File: src/source/mc_defs.svh
`ifndef MC_DEFS_SVH
`define MC_DEFS_SVH

// node coordinate widths
`define MC_X_W 3
`define MC_Y_W 3

// local word address and data
`define MC_ADDR_W 4
`define MC_DATA_W 32

// queue depths
`define MC_IN_ELS  2
`define MC_CMD_ELS 4

// outstanding credit counter, limit is at most 7
`define MC_CREDIT_W 3

`endif

File: src/source/mc_cfg_pkg.sv
`include "mc_defs.svh"

package mc_cfg_pkg;

   // store command queued by the host
   typedef struct packed {
      logic [`MC_Y_W-1:0]    y_cord;
      logic [`MC_X_W-1:0]    x_cord;
      logic [`MC_ADDR_W-1:0] addr;
      logic [`MC_DATA_W-1:0] data;
   } mc_host_cmd_s;

   typedef enum logic [0:0] {
      MC_CSR_CORD   = 1'b0,
      MC_CSR_CREDIT = 1'b1
   } mc_csr_addr_e;

endpackage

File: src/source/mc_pkt_pkg.sv
`include "mc_defs.svh"

package mc_pkt_pkg;

   // requester to be credited
   typedef struct packed {
      logic [`MC_Y_W-1:0] y_cord;
      logic [`MC_X_W-1:0] x_cord;
   } mc_return_pkt_s;

   // one-word store request on the forward link
   typedef struct packed {
      mc_return_pkt_s        return_pkt;
      logic [`MC_Y_W-1:0]    y_cord;
      logic [`MC_X_W-1:0]    x_cord;
      logic [`MC_ADDR_W-1:0] addr;
      logic [`MC_DATA_W-1:0] data;
   } mc_packet_s;

endpackage

File: src/source/mc_endpoint.sv
`timescale 1ns/10ps
`include "mc_defs.svh"

module mc_endpoint (
   input  logic                       clk_i,
   input  logic                       reset_i,
   // forward link, incoming side
   input  logic                       link_fwd_v_i,
   input  mc_pkt_pkg::mc_packet_s     link_fwd_data_i,
   output logic                       link_fwd_ready_o,
   // forward link, outgoing side
   output logic                       link_fwd_v_o,
   output mc_pkt_pkg::mc_packet_s     link_fwd_data_o,
   input  logic                       link_fwd_ready_i,
   // reverse link
   input  logic                       link_rev_v_i,
   input  logic                       link_rev_ready_i,
   output logic                       link_rev_v_o,
   output mc_pkt_pkg::mc_return_pkt_s link_rev_data_o,
   // local incoming requests
   output logic                       fifo_v_o,
   output mc_pkt_pkg::mc_packet_s     fifo_data_o,
   input  logic                       fifo_yumi_i,
   // local outgoing packets
   input  logic                       out_v_i,
   input  mc_pkt_pkg::mc_packet_s     out_packet_i,
   output logic                       out_ready_o,
   output logic                       credit_v_o
);
   import mc_pkt_pkg::*;

   logic fifo_v;
   logic credit_v_r;

   mc_fifo #(.payload_t(mc_packet_s), .els_p(`MC_IN_ELS)) u_in_fifo (
      .clk_i   (clk_i),
      .reset_i (reset_i),
      .v_i     (link_fwd_v_i),
      .data_i  (link_fwd_data_i),
      .ready_o (link_fwd_ready_o),
      .v_o     (fifo_v),
      .data_o  (fifo_data_o),
      .yumi_i  (fifo_yumi_i)
   );

   // requests stay hidden while the mesh cannot take a credit
   assign fifo_v_o = fifo_v & link_rev_ready_i;

   // one credit per consumed request
   assign link_rev_v_o    = fifo_yumi_i;
   assign link_rev_data_o = fifo_data_o.return_pkt;

   assign link_fwd_v_o    = out_v_i;
   assign link_fwd_data_o = out_packet_i;
   assign out_ready_o     = link_fwd_ready_i;

   always_ff @(posedge clk_i) begin
      if (reset_i)
         credit_v_r <= 1'b0;
      else
         credit_v_r <= link_rev_v_i;
   end

   assign credit_v_o = credit_v_r;

endmodule

File: src/source/mc_fifo.sv
`timescale 1ns/10ps

module mc_fifo #(
   parameter type payload_t = logic [31:0],
   parameter int  els_p     = 2
) (
   input  logic     clk_i,
   input  logic     reset_i,
   input  logic     v_i,
   input  payload_t data_i,
   output logic     ready_o,
   output logic     v_o,
   output payload_t data_o,
   input  logic     yumi_i
);

   localparam int ptr_w_lp = (els_p > 1) ? $clog2(els_p) : 1;
   localparam int cnt_w_lp = $clog2(els_p + 1);

   payload_t            mem_r [els_p];
   logic [ptr_w_lp-1:0] wptr_r;
   logic [ptr_w_lp-1:0] rptr_r;
   logic [cnt_w_lp-1:0] count_r;
   logic                enq;

   // wrap at els_p, depth need not be a power of two
   function automatic logic [ptr_w_lp-1:0] next_ptr(input logic [ptr_w_lp-1:0] ptr);
      return (ptr == ptr_w_lp'(els_p - 1)) ? '0 : ptr + 1'b1;
   endfunction

   assign ready_o = (count_r != cnt_w_lp'(els_p));
   assign v_o     = (count_r != '0);
   assign data_o  = mem_r[rptr_r];
   assign enq     = v_i & ready_o;

   always_ff @(posedge clk_i) begin
      if (reset_i) begin
         wptr_r  <= '0;
         rptr_r  <= '0;
         count_r <= '0;
      end else begin
         if (enq)
            wptr_r <= next_ptr(wptr_r);
         if (yumi_i)
            rptr_r <= next_ptr(rptr_r);
         count_r <= count_r + cnt_w_lp'(enq) - cnt_w_lp'(yumi_i);
      end
   end

   always_ff @(posedge clk_i) begin
      if (enq)
         mem_r[wptr_r] <= data_i;
   end

endmodule

File: src/source/mc_injector.sv
`timescale 1ns/10ps
`include "mc_defs.svh"

module mc_injector (
   input  logic                      clk_i,
   input  logic                      reset_i,
   input  logic                      cmd_v_i,
   input  mc_cfg_pkg::mc_host_cmd_s  cmd_i,
   output logic                      cmd_ready_o,
   input  logic [`MC_X_W-1:0]        own_x_i,
   input  logic [`MC_Y_W-1:0]        own_y_i,
   input  logic [`MC_CREDIT_W-1:0]   credit_limit_i,
   input  logic                      credit_v_i,
   output logic                      out_v_o,
   output mc_pkt_pkg::mc_packet_s    out_packet_o,
   input  logic                      out_ready_i
);
   import mc_cfg_pkg::*;

   mc_host_cmd_s            head;
   logic                    head_v;
   logic                    send;
   logic [`MC_CREDIT_W-1:0] outstanding_r;

   mc_fifo #(.payload_t(mc_host_cmd_s), .els_p(`MC_CMD_ELS)) u_cmd_fifo (
      .clk_i   (clk_i),
      .reset_i (reset_i),
      .v_i     (cmd_v_i),
      .data_i  (cmd_i),
      .ready_o (cmd_ready_o),
      .v_o     (head_v),
      .data_o  (head),
      .yumi_i  (send)
   );

   // offer the head only with a free credit
   assign out_v_o = head_v & (outstanding_r < credit_limit_i);
   assign send    = out_v_o & out_ready_i;

   assign out_packet_o.data              = head.data;
   assign out_packet_o.addr              = head.addr;
   assign out_packet_o.x_cord            = head.x_cord;
   assign out_packet_o.y_cord            = head.y_cord;
   assign out_packet_o.return_pkt.x_cord = own_x_i;
   assign out_packet_o.return_pkt.y_cord = own_y_i;

   // rises per transfer, falls per returned credit
   always_ff @(posedge clk_i) begin
      if (reset_i) begin
         outstanding_r <= '0;
      end else if (send && !credit_v_i) begin
         outstanding_r <= outstanding_r + 1'b1;
      end else if (!send && credit_v_i && outstanding_r != '0) begin
         outstanding_r <= outstanding_r - 1'b1;
      end
   end

endmodule

File: src/source/mc_node_csr.sv
`timescale 1ns/10ps
`include "mc_defs.svh"

module mc_node_csr (
   input  logic                         clk_i,
   input  logic                         reset_i,
   input  logic                         csr_we_i,
   input  mc_cfg_pkg::mc_csr_addr_e     csr_addr_i,
   input  logic [`MC_X_W+`MC_Y_W-1:0]   csr_wdata_i,
   output logic [`MC_X_W-1:0]           own_x_o,
   output logic [`MC_Y_W-1:0]           own_y_o,
   output logic [`MC_CREDIT_W-1:0]      credit_limit_o
);
   import mc_cfg_pkg::*;

   logic [`MC_X_W-1:0]      own_x_r;
   logic [`MC_Y_W-1:0]      own_y_r;
   logic [`MC_CREDIT_W-1:0] limit_r;
   logic [`MC_CREDIT_W-1:0] limit_wdata;

   // a limit of zero would never let a packet out
   assign limit_wdata = (csr_wdata_i[`MC_CREDIT_W-1:0] == '0) ?
                        `MC_CREDIT_W'(1) : csr_wdata_i[`MC_CREDIT_W-1:0];

   always_ff @(posedge clk_i) begin
      if (reset_i) begin
         own_x_r <= '0;
         own_y_r <= '0;
         limit_r <= `MC_CREDIT_W'(1);
      end else if (csr_we_i) begin
         // coordinates packed as {y, x}
         if (csr_addr_i == MC_CSR_CORD) begin
            own_x_r <= csr_wdata_i[`MC_X_W-1:0];
            own_y_r <= csr_wdata_i[`MC_X_W+`MC_Y_W-1:`MC_X_W];
         end else begin
            limit_r <= limit_wdata;
         end
      end
   end

   assign own_x_o        = own_x_r;
   assign own_y_o        = own_y_r;
   assign credit_limit_o = limit_r;

endmodule

File: src/source/mc_node_top.sv
`timescale 1ns/10ps
`include "mc_defs.svh"

module mc_node_top (
   input  logic                          clk_i,
   input  logic                          reset_i,
   input  logic                          link_fwd_v_i,
   input  mc_pkt_pkg::mc_packet_s        link_fwd_data_i,
   output logic                          link_fwd_ready_o,
   output logic                          link_fwd_v_o,
   output mc_pkt_pkg::mc_packet_s        link_fwd_data_o,
   input  logic                          link_fwd_ready_i,
   input  logic                          link_rev_v_i,
   input  logic                          link_rev_ready_i,
   output logic                          link_rev_v_o,
   output mc_pkt_pkg::mc_return_pkt_s    link_rev_data_o,
   input  logic                          cmd_v_i,
   input  mc_cfg_pkg::mc_host_cmd_s      cmd_i,
   output logic                          cmd_ready_o,
   input  logic                          csr_we_i,
   input  mc_cfg_pkg::mc_csr_addr_e      csr_addr_i,
   input  logic [`MC_X_W+`MC_Y_W-1:0]    csr_wdata_i,
   input  logic [`MC_ADDR_W-1:0]         rd_addr_i,
   output logic [`MC_DATA_W-1:0]         rd_data_o
);
   import mc_pkt_pkg::*;

   logic                    fifo_v;
   mc_packet_s              fifo_data;
   logic                    fifo_yumi;
   logic                    out_v;
   mc_packet_s              out_packet;
   logic                    out_ready;
   logic                    credit_v;
   logic [`MC_X_W-1:0]      own_x;
   logic [`MC_Y_W-1:0]      own_y;
   logic [`MC_CREDIT_W-1:0] credit_limit;

   mc_endpoint u_endpoint (
      .clk_i            (clk_i),
      .reset_i          (reset_i),
      .link_fwd_v_i     (link_fwd_v_i),
      .link_fwd_data_i  (link_fwd_data_i),
      .link_fwd_ready_o (link_fwd_ready_o),
      .link_fwd_v_o     (link_fwd_v_o),
      .link_fwd_data_o  (link_fwd_data_o),
      .link_fwd_ready_i (link_fwd_ready_i),
      .link_rev_v_i     (link_rev_v_i),
      .link_rev_ready_i (link_rev_ready_i),
      .link_rev_v_o     (link_rev_v_o),
      .link_rev_data_o  (link_rev_data_o),
      .fifo_v_o         (fifo_v),
      .fifo_data_o      (fifo_data),
      .fifo_yumi_i      (fifo_yumi),
      .out_v_i          (out_v),
      .out_packet_i     (out_packet),
      .out_ready_o      (out_ready),
      .credit_v_o       (credit_v)
   );

   mc_store u_store (
      .clk_i      (clk_i),
      .reset_i    (reset_i),
      .req_v_i    (fifo_v),
      .req_i      (fifo_data),
      .req_yumi_o (fifo_yumi),
      .rd_addr_i  (rd_addr_i),
      .rd_data_o  (rd_data_o)
   );

   mc_node_csr u_csr (
      .clk_i          (clk_i),
      .reset_i        (reset_i),
      .csr_we_i       (csr_we_i),
      .csr_addr_i     (csr_addr_i),
      .csr_wdata_i    (csr_wdata_i),
      .own_x_o        (own_x),
      .own_y_o        (own_y),
      .credit_limit_o (credit_limit)
   );

   mc_injector u_injector (
      .clk_i          (clk_i),
      .reset_i        (reset_i),
      .cmd_v_i        (cmd_v_i),
      .cmd_i          (cmd_i),
      .cmd_ready_o    (cmd_ready_o),
      .own_x_i        (own_x),
      .own_y_i        (own_y),
      .credit_limit_i (credit_limit),
      .credit_v_i     (credit_v),
      .out_v_o        (out_v),
      .out_packet_o   (out_packet),
      .out_ready_i    (out_ready)
   );

endmodule

File: src/source/mc_store.sv
`timescale 1ns/10ps
`include "mc_defs.svh"

module mc_store (
   input  logic                    clk_i,
   input  logic                    reset_i,
   input  logic                    req_v_i,
   input  mc_pkt_pkg::mc_packet_s  req_i,
   output logic                    req_yumi_o,
   input  logic [`MC_ADDR_W-1:0]   rd_addr_i,
   output logic [`MC_DATA_W-1:0]   rd_data_o
);

   localparam int words_lp = 1 << `MC_ADDR_W;

   logic [`MC_DATA_W-1:0] mem_r [words_lp];

   // never stalls, takes the request as soon as it shows
   assign req_yumi_o = req_v_i;

   always_ff @(posedge clk_i) begin
      if (reset_i) begin
         for (int i = 0; i < words_lp; i++) begin
            mem_r[i] <= '0;
         end
      end else if (req_yumi_o) begin
         mem_r[req_i.addr] <= req_i.data;
      end
   end

   // host read port
   assign rd_data_o = mem_r[rd_addr_i];

endmodule

File: config.mk
export PLATFORM = sky130hd
export DESIGN_NAME = mc_node_top
export DESIGN_NICKNAME = d
export VERILOG_FILES = /design/src/source/mc_cfg_pkg.sv /design/src/source/mc_pkt_pkg.sv /design/src/source/mc_endpoint.sv /design/src/source/mc_fifo.sv /design/src/source/mc_injector.sv /design/src/source/mc_node_csr.sv /design/src/source/mc_node_top.sv /design/src/source/mc_store.sv
export VERILOG_INCLUDE_DIRS = /design/src /design/src/source
export SDC_FILE = /design/constraint.sdc
export NUM_CORES = 1
export LEC_CHECK = 0
export ABC_AREA = 1
export BUFFER_PORTS_ARGS = -buffer_cell sky130_fd_sc_hd__buf_2
export CELL_PAD_IN_SITES_DETAIL_PLACEMENT = 1
export CELL_PAD_IN_SITES_GLOBAL_PLACEMENT = 1
export CORE_MARGIN = 4
export CORE_UTILIZATION = 49
export DETAILED_ROUTE_END_ITERATION = 8
export PLACE_DENSITY = 0.75
export SYNTH_ARGS = -nofsm -noshare
export SYNTH_HDL_FRONTEND = slang
export SYNTH_SLANG_ARGS = --single-unit
File: constraint.sdc
create_clock -name clk_i -period 4 [get_ports clk_i]
set_clock_uncertainty 0.15 [all_clocks]
set_input_delay 1 -clock clk_i [delete_from_list [all_inputs] [get_ports clk_i]]
set_output_delay 1 -clock clk_i [all_outputs]
set_load 0.005 [all_outputs]
==> results.cfg, run 1 <==
[run_status]
outcome = completed

[power_and_ir_drop]
fin_total_pwr_uw = 21500
p_int_uw = 15400
swShare_pct = 28.4
p_sw_uw = 6120
share_comb_of_total_power_pct = 18.1
p_leak_uw = 0.0142
irDropWorstVdd_mv = 0.546
clockPowerShare_pct = 35.2
pwr-share-seq_pct = 46.7
p_per_area_nw_per_um2 = 566

[route]
drt-vias-per-instance = 5.90
routed_wl_mm = 97.0
wl_per_cell_um = 24.5
wl_met1_mm = 37.0
first_pass_iters = 5
drt-initial-drc-count = 2070
wl_met3_mm = 8.16
ant_nets = 0
post-route-drc-count = 0
top_layer = met5
wl_met2_mm = 49.3
vias = 23300

[clock_network]
clk_pin_slew_worst_paths_ns = 0.06
postCtsSetupBuffers = 0
clk_path_buf_depth = 3
cts_buffers = 82
cts_resized = 0
cts-htree-levels = 3
cts_tree = built
cts_hold_buf = 0
clock_latency_ns = 0.62
clkSinkCount = 791
cts_root_buf = clkbuf_16

[global_route]
grt_pass1_vias = 24800
grt_util_all_layers_pct = 27.2
grt_antenna_before_repair = 20
overflow = 0
grt_pass1_wl_mm = 147
grt_max_degree = 97

[worst_setup_path]
critPathKind = primary input to output pin
required_ns = 2.85
r2r_slack_ns = 0.98
critical_path_peak_fanout = 33
crit_path_start = rd_addr_i[0]
arrival_ns = 2.72
start_kind = primary input
crit_path_end_kind = output pin

[sta]
finalSetupTns_ns = 0
max_freq_mhz = 258
slew_viol_final = 0
rsz0062_at_grt = no
final.min_clock_period_ns = 3.87
hold_violations = 0
slew-limit-headroom_pct = 50.2
worstMarginPinSlew_ns = 0.747
finalCritPeriodShare_pct = 96.7
finalSetupViolCount = 0
setup_slack_ns = 0.131

[synth]
synth-seq-cells = 791
netlist_instances = 2839
syn_avg_cell_area_um2 = 11.6
synth_top_cell_by_area = edfxtp_1
synthDistinctLibCells = 32
synth.yosys.seq_area_share_pct = 71.4
synth_top_area_share_pct = 69.8
syn-cell-area_um2 = 32900
ys_warn_count = 0
synthesis.nets = 2961
synth_area_leaders = edfxtp_1 (70%), nor2_1 (12%), o21ai_0 (5.8%)

[floorplanning]
fp.dieH_um = 267
ioPinCount = 199
die_w_um = 267
initial_utilization_pct = 49.7
die_area_um2 = 71300
placementRows = 94
core_um2 = 66100

[finish]
syn_to_final_growth_pct = 15.8
layout.nets = 3135
utilization_pct = 57.6
fillCellCount = 6749
drive_gt1_share_pct = 15.2

[job]
maxCapViolCount = 0

[place]
gp_congestion = 0.776
place_hpwl_mm = 56.3
dpl_worst_slack_ns = 0.198
io_buffers = 192

[hold_path]
min_from = u_endpoint.u_in_fifo.rptr_r
min_path_type = flip-flop to flip-flop
[worst paths after layout]
| path | to | cells past startpoint |
|---|---|---|
| setup / recovery | rd_data_o[8] | 11 |
| hold / removal | flip-flop | 1 |
| setup reg to reg | u_store.mem_r[6][11] | 7 |
| hold reg to reg | flip-flop | 1 |
[registers in the layout (all words and copies together), names as in the netlist, 2 cells and up, named ones only]
| register | flops |
|---|---|
| u_csr.own_y_o | 3 |
| u_injector.u_cmd_fifo.mem_r | 168 |
| u_injector.u_cmd_fifo.count_r | 3 |
| u_store.mem_r | 512 |
| u_injector.u_cmd_fifo.rptr_r | 2 |
| u_csr.own_x_o | 3 |
| u_injector.u_cmd_fifo.wptr_r | 2 |
| u_endpoint.u_in_fifo.count_r | 2 |
| u_endpoint.u_in_fifo.mem_r | 84 |
| u_injector.outstanding_r | 3 |
| u_csr.credit_limit_o | 3 |
[power groups by stage]
stage | Combinational (µW) | Sequential (µW) | Clock, µW
floorplan | 2210 | 10100 | 0
global placement | 3680 | 10200 | 0
detailed placement | 3860 | 10200 | 0
CTS | 3910 | 10100 | 7710
global route | 4300 | 10100 | 8090
finish | 3900 | 10100 | 7590
[critical path: stages]
cell	delay, ns
buf_6	0.18
inv_8	0.21
buf_12	0.25
buf_12	0.19
nor2_1	0.06
nor2_1	0.11
o21ai_0	0.13
o211ai_1	0.15
nand3_1	0.18
nand2_1	0.11
buf_2	0.11
[metal layers]
| metal | global-route usage (%) | up-vias |
|---|---|---|
| met5 | 0 | - |
| met4 | 7.67 | 26 |
| met3 | 6.51 | 215 |
| met2 | 47.5 | 927 |
| met1 | 33.9 | 11800 |
| li1 | - | 10300 |
[cell families after synthesis]
kind of cell	Yosys count	synth area share [%]
compound gates	581	10.1
xor+xnor	2	0.0533
fa+ha+maj	13	0.540
buf+inv	271	3.46
flops	791	71.4
mux	38	1.18
simple gates	1143	13.3
[placed cells by master, fill, tap and decap left out, types with 6 or more instances in the layout]
master / Yosys / final
nor2_1: 1015 / 1009
edfxtp_1: 764 / 764
o21ai_0: 378 / 378
buf_2: 52 / 189
o211ai_1: 128 / 128
buf_4: 11 / 94
clkbuf_16: 0 / 84
nand2_1: 84 / 68
o22ai_1: 42 / 42
inv_1: 42 / 40
nand3_1: 36 / 36
mux2i_1: 32 / 32
buf_12: 0 / 31
dfxtp_1: 27 / 25
clkbuf_1: 150 / 24
clkinv_1: 1 / 19
nand2_2: 2 / 18
a21oi_1: 15 / 15
o21ai_1: 13 / 13
ha_1: 11 / 11
clkinv_2: 0 / 10
bufinv_16: 0 / 8
diode_2: 0 / 7
mux2_2: 6 / 6
nor2_4: 0 / 6
[per-stage QoR]
| step | instances | hold WS (ns) | cell area, µm² |
|---|---|---|---|
| 2_1_floorplan | 2839 | 0.276 | 32900 |
| 3_3_place_gp | 3793 | 0.276 | 35400 |
| 3_5_place_dp | 3793 | 0.298 | 35400 |
| 4_1_cts | 3947 | 0.306 | 38000 |
| 5_1_grt | 3947 | 0.321 | 38000 |
| 6_report | 3954 | 0.302 | 38100 |
[synthesized netlist by cell type]
cell / number
a21oi_1: 15
o311ai_0: 1
buf_6: 2
mux2i_1: 32
nor2_1: 1015
nor3_1: 1
nand2_1: 84
a211oi_1: 1
inv_2: 2
mux2_2: 6
o21ai_1: 13
nor3_2: 4
nand3_1: 36
ha_1: 11
clkbuf_1: 150
nand2_2: 2
nand4_1: 1
o211ai_1: 128
o211a_1: 1
xor2_1: 2
o21ai_2: 1
o21ai_0: 378
fa_1: 2
buf_4: 11
o22ai_1: 42
o21ai_4: 1
dfxtp_1: 27
inv_1: 42
clkinv_1: 1
buf_2: 52
buf_1: 11
edfxtp_1: 764
[cell type report]
cell class                 count  area [µm²]  area share (%)
tap                          864        1080            2.84
multi-input combinational   1777        8340            21.9
antenna                        7        17.5          0.0460
clock buffer                 110        2220            5.83
inverter                      45         176           0.463
sequential                   791       23500            61.7
timing repair buffer         316        2290            6.03
clock inverter                44         448            1.18
Note: power is estimated with default switching activity, not from simulation.
==> run 2, diff against run 1 <==
--- a/config.mk
+++ b/config.mk
@@ -10,7 +10,6 @@
 export BUFFER_PORTS_ARGS = -buffer_cell sky130_fd_sc_hd__buf_2
 export CELL_PAD_IN_SITES_DETAIL_PLACEMENT = 1
 export CELL_PAD_IN_SITES_GLOBAL_PLACEMENT = 1
-export CORE_MARGIN = 4
 export CORE_UTILIZATION = 49
 export DETAILED_ROUTE_END_ITERATION = 8
 export PLACE_DENSITY = 0.75
==> run 2 against run 1 <==
Largest power group unchanged. Power fell by 1.8%. Global-route usage is 1.1 points higher. Core utilization down 0.43 points. Sequential cell count stayed put. Register-to-register slack better by 0.04 ns. Routed wire length is 1.2% lower. Largest cell class unchanged. Die area decreased by 4.4%. Sequential power is essentially flat.
==> results.cfg, run 2 (synthesis gave the netlist of run 1 again) <==
[route]
post-route-drc-count = 0
wl_per_cell_um = 24.3
first_pass_iters = 7
drt-vias-per-instance = 5.86
vias = 23100
ant_nets = 0
routed_wl_mm = 95.8
drt-initial-drc-count = 1808

[finish]
fillCellCount = 6827
reg_top3 = u_store.mem_r: 512 flops, u_injector.u_cmd_fifo.mem_r: 168 flops, u_endpoint.u_in_fifo.mem_r: 84 flops
largest_reg_flops = 512
layout.nets = 3133
fin_cells = 3939
syn_to_final_growth_pct = 14.9
most-common-layout-cells = nor2_1 (1009), edfxtp_1 (764), o21ai_0 (378)
top_register = u_store.mem_r
drive_gt1_share_pct = 15.0
final_common_cell = nor2_1

[clock_network]
cts_resized = 0
clkSinkCount = 791
clk_path_buf_depth = 3
cts_hold_buf = 0
clk_pin_slew_worst_paths_ns = 0.06
cts-htree-levels = 3
cts_tree = built
clock_latency_ns = 0.63
postCtsSetupBuffers = 0
cts_root_buf = clkbuf_16
cts_buffers = 82

[worst_setup_path]
required_ns = 2.85
r2r_cells = 7
crit_path_end_kind = output pin
arrival_ns = 2.72
r2r_slack_ns = 1.02
critPathKind = primary input to output pin
start_kind = primary input
critical_path_peak_fanout = 33
r2r-end = u_store.mem_r[6][11]

[sta]
final.min_clock_period_ns = 3.87
setup_slack_ns = 0.128
rsz0062_at_grt = no
worstMarginPinSlew_ns = 0.746
finalSetupTns_ns = 0
hold_violations = 0
max_freq_mhz = 258
slew-limit-headroom_pct = 50.3
finalSetupViolCount = 0
slew_viol_final = 0
finalCritPeriodShare_pct = 96.8

[job]
maxCapViolCount = 0

[global_route]
grt_pass1_wl_mm = 143
grt_util_all_layers_pct = 28.3
grt_pass1_vias = 24200
overflow = 0
grt_antenna_before_repair = 18
grt_max_degree = 108

[run_status]
outcome = completed

[power_and_ir_drop]
irDropWorstVdd_mv = 0.497
p_per_area_nw_per_um2 = 560
p_leak_uw = 0.0141

[place]
dp_cells = 3791
dpl_worst_slack_ns = 0.175
place_hpwl_mm = 56.1
io_buffers = 192
gp_congestion = 0.796

[floorplanning]
die_w_um = 261
die_area_um2 = 68100
placementRows = 94
ioPinCount = 199
core_um2 = 66100
fp.dieH_um = 261
initial_utilization_pct = 49.7

[hold_path]
min_path_type = flip-flop to flip-flop
whs_path_depth = 1
min_from = u_endpoint.u_in_fifo.rptr_r
[run 2: cell types whose count changed in the layout (fill, tap and decap cells not counted), sizes merged]
cell	delta
clkinvlp	-1
bufinv	-4
buf	-2
inv	+2
clkinv	-6
clkbuf	-4
[run 2: worst max-delay path by stage]
| stage | endpoint | slack, ns | cells past startpoint | from |
|---|---|---|---|---|
| floorplan | u_injector.u_cmd_fifo.mem_r[0][0] | 0.46 | 2 | cmd_v_i |
| global placement | rd_data_o[1] | 0.23 | 11 | rd_addr_i[0] |
| detailed placement | rd_data_o[19] | 0.18 | 11 | rd_addr_i[0] |
| CTS | rd_data_o[19] | 0.18 | 11 | rd_addr_i[0] |
| global route | rd_data_o[1] | 0.03 | 11 | rd_addr_i[0] |
| finish | rd_data_o[17] | 0.13 | 11 | rd_addr_i[0] |
[run 2: stage by stage]
| stage | area (µm²) | total power, µW | hold slack (ns) | util (%) |
|---|---|---|---|---|
| detailed placement | 35300 | 14100 | 0.309 | 53.4 |
| finish | 37800 | 21200 | 0.318 | 57.2 |
| global placement | 35300 | 13800 | 0.277 | 53.4 |
| CTS | 37800 | 21300 | 0.313 | 57.1 |
| global route | 37800 | 21900 | 0.326 | 57.1 |
| floorplan | 32900 | 12300 | 0.276 | - |
[run 2: worst max-delay path: stages]
cell and delay [ns]:
buf_6 0.17, inv_8 0.26, buf_12 0.26, buf_4 0.18, nor2_1 0.05, nor2_1 0.08
o21ai_0 0.10, o211ai_1 0.12, nand3_1 0.15, nand2_1 0.16, buf_2 0.14
[run 2: area by class of cell]
type,instances,area (µm²),share of cell area [%]
clock buffers,106,2180,5.78
inverters,45,176,0.467
clock inverters,35,300,0.795
multi-input cells,1777,8340,22.1
well taps,864,1080,2.86
repair buffers,314,2190,5.80
diodes,7,17.5,0.0464
flip-flops and latches,791,23500,62.2
[run 2: power by group]
part | leakage (µW) | internal, µW | switching [µW]
combinational | 0.00504 | 1190 | 2650
sequential | 0.00784 | 9810 | 303
clock | 0.00121 | 4100 | 3110
total | 0.0141 | 15100 | 6060
[run 2: layer usage]
| layer | track usage [%] | vias to the layer above | wire, µm |
|---|---|---|---|
| met5 | 0 | - | 140 |
| met4 | 8.95 | 22 | 2370 |
| met3 | 5.86 | 187 | 7080 |
| met2 | 49.5 | 804 | 49200 |
| met1 | 35.2 | 11800 | 37100 |
| li1 | - | 10300 | - |
==> run 3, diff against run 2 <==
--- a/config.mk
+++ b/config.mk
@@ -10,9 +10,9 @@
 export BUFFER_PORTS_ARGS = -buffer_cell sky130_fd_sc_hd__buf_2
 export CELL_PAD_IN_SITES_DETAIL_PLACEMENT = 1
 export CELL_PAD_IN_SITES_GLOBAL_PLACEMENT = 1
-export CORE_UTILIZATION = 49
+export CORE_UTILIZATION = 40
 export DETAILED_ROUTE_END_ITERATION = 8
-export PLACE_DENSITY = 0.75
+export PLACE_DENSITY = 0.63
 export SYNTH_ARGS = -nofsm -noshare
 export SYNTH_HDL_FRONTEND = slang
 export SYNTH_SLANG_ARGS = --single-unit
==> run 3 against run 2 <==
Maximum frequency rose by 2.6%. Non-clock buffer count fell by 1. Die area rose by 22%. Core utilization fell by 9.6 points. Setup slack improved by 0.098 ns. Critical path depth rose by 1. Clock power rose by 10%. Register-to-register slack got worse by 0.10 ns. Largest cell class unchanged. Highest routed layer unchanged.
==> results.cfg, run 3 (synthesis gave the netlist of run 1 again) <==
[sta]
hold_ws_ns = 0.320
rsz0062_at_grt = no
slew-limit-headroom_pct = 41.4
worstMarginPinSlew_ns = 0.879
finalSetupTns_ns = 0
setup_slack_ns = 0.226
max_freq_mhz = 265
final.min_clock_period_ns = 3.77
finalCritPeriodShare_pct = 94.3
finalSetupViolCount = 0
hold_violations = 0
slew_viol_final = 0

[global_route]
grt_util_all_layers_pct = 23.9
grt_max_degree = 102
met3_usage_pct = 4.98
use_met2_pct = 41.2
overflow = 0
grt_antenna_before_repair = 19
grt.busiest_layer = met2
grt.met1_usage_pct = 29.7
grt_pass1_vias = 23900
grt_pass1_wl_mm = 147

[worst_setup_path]
critPathKind = primary input to output pin
arrival_ns = 2.62
start_kind = primary input
required_ns = 2.85
crit_path_end_kind = output pin
critical_path_peak_fanout = 35

[finish]
syn_to_final_growth_pct = 17.0
final_common_cell = nor2_1
layout.nets = 3137
utilization_pct = 47.5
reg_top3 = u_store.mem_r: 512 flops, u_injector.u_cmd_fifo.mem_r: 168 flops, u_endpoint.u_in_fifo.mem_r: 84 flops
most-common-layout-cells = nor2_1 (1009), edfxtp_1 (764), o21ai_0 (378)
top_register = u_store.mem_r
drive_gt1_share_pct = 15.8
largest_reg_flops = 512
final_area_um2 = 38500

[clock_network]
clk_path_buf_depth = 3
postCtsSetupBuffers = 0
cts_resized = 0
cts_buffers = 87
clkSinkCount = 791
cts_hold_buf = 0
clk_pin_slew_worst_paths_ns = 0.05
cts-htree-levels = 3
cts_tree = built
cts_root_buf = clkbuf_16
clock_latency_ns = 0.64

[power_and_ir_drop]
share_comb_of_total_power_pct = 17.8
clockPowerShare_pct = 36.3
p_sw_uw = 6230
irDropWorstVdd_mv = 0.438
pwr-share-seq_pct = 45.9
p_int_uw = 15700
p_leak_uw = 0.0143
p_per_area_nw_per_um2 = 569
swShare_pct = 28.4

[route]
wl_per_cell_um = 23.9
post-route-drc-count = 0
vias = 22900
drt-vias-per-instance = 5.52
drt-initial-drc-count = 1669
ant_nets = 0
first_pass_iters = 5
routed_wl_mm = 99.1

[place]
place_hpwl_mm = 58.0
dpl_worst_slack_ns = 0.209
io_buffers = 192
gp_congestion = 0.793
placed_cell_area_um2 = 35600

[floorplanning]
initial_utilization_pct = 40.6
fp.dieH_um = 289
core_um2 = 80900
die_w_um = 289
ioPinCount = 199
placementRows = 104
die_area_um2 = 83400

[hold_path]
min_path_type = flip-flop to flip-flop

[run_status]
outcome = completed

[job]
maxCapViolCount = 0
## run 3: routing by layer
layer	vias to the layer above	share of wire, %
met5	-	0.17
met4	28	2.9
met3	192	6.1
met2	655	50
met1	11700	41
li1	10300	-
## run 3: per-stage QoR
step                total power (µW)  std cells
floorplan                      12300       2839
global placement               14000       3986
detailed placement             14200       3986
CTS                            22100       4145
global route                   22800       4146
finish                         21900       4149
## run 3: path summary, 6_finish.rpt
path / end / start / cells after the start / slack, ns
hold / removal: flip-flop / u_endpoint.u_in_fifo.rptr_r / 1 / 0.32
setup / recovery: rd_data_o[0] / rd_addr_i[0] / 12 / 0.23
hold reg to reg: flip-flop / u_endpoint.u_in_fifo.rptr_r / 1 / 0.32
setup reg to reg: u_store.mem_r[6][30] / flip-flop / 7 / 0.92
## run 3: power by group through the flow
stage                     Sequential, µW  Clock [µW]  Combinational (µW)
final                              10100        7960                3890
after global routing               10100        8420                4300
after CTS                          10100        8120                3950
after detailed placement           10200           0                3920
after global placement             10200           0                3790
after floorplan                    10100           0                2210
## run 3: layout make-up
class / count / area, µm²
timing repair buffer: 313 / 2280
clock inverter: 52 / 552
antenna: 4 / 10.0
fill: 8522 / 42500
sequential: 791 / 23500
clock buffer: 107 / 2270
inverter: 45 / 176
multi-input combinational: 1777 / 8360
tap: 1060 / 1330
## run 3: worst max-delay path: stages
cell and delay, ns:
buf_6 0.16, inv_8 0.20, buf_12 0.24, buf_4 0.21, buf_4 0.16, nor2_1 0.05, nor2_1 0.07, o21ai_0 0.08
o211ai_1 0.12, nand3_1 0.09, nand2_1 0.09, buf_2 0.11
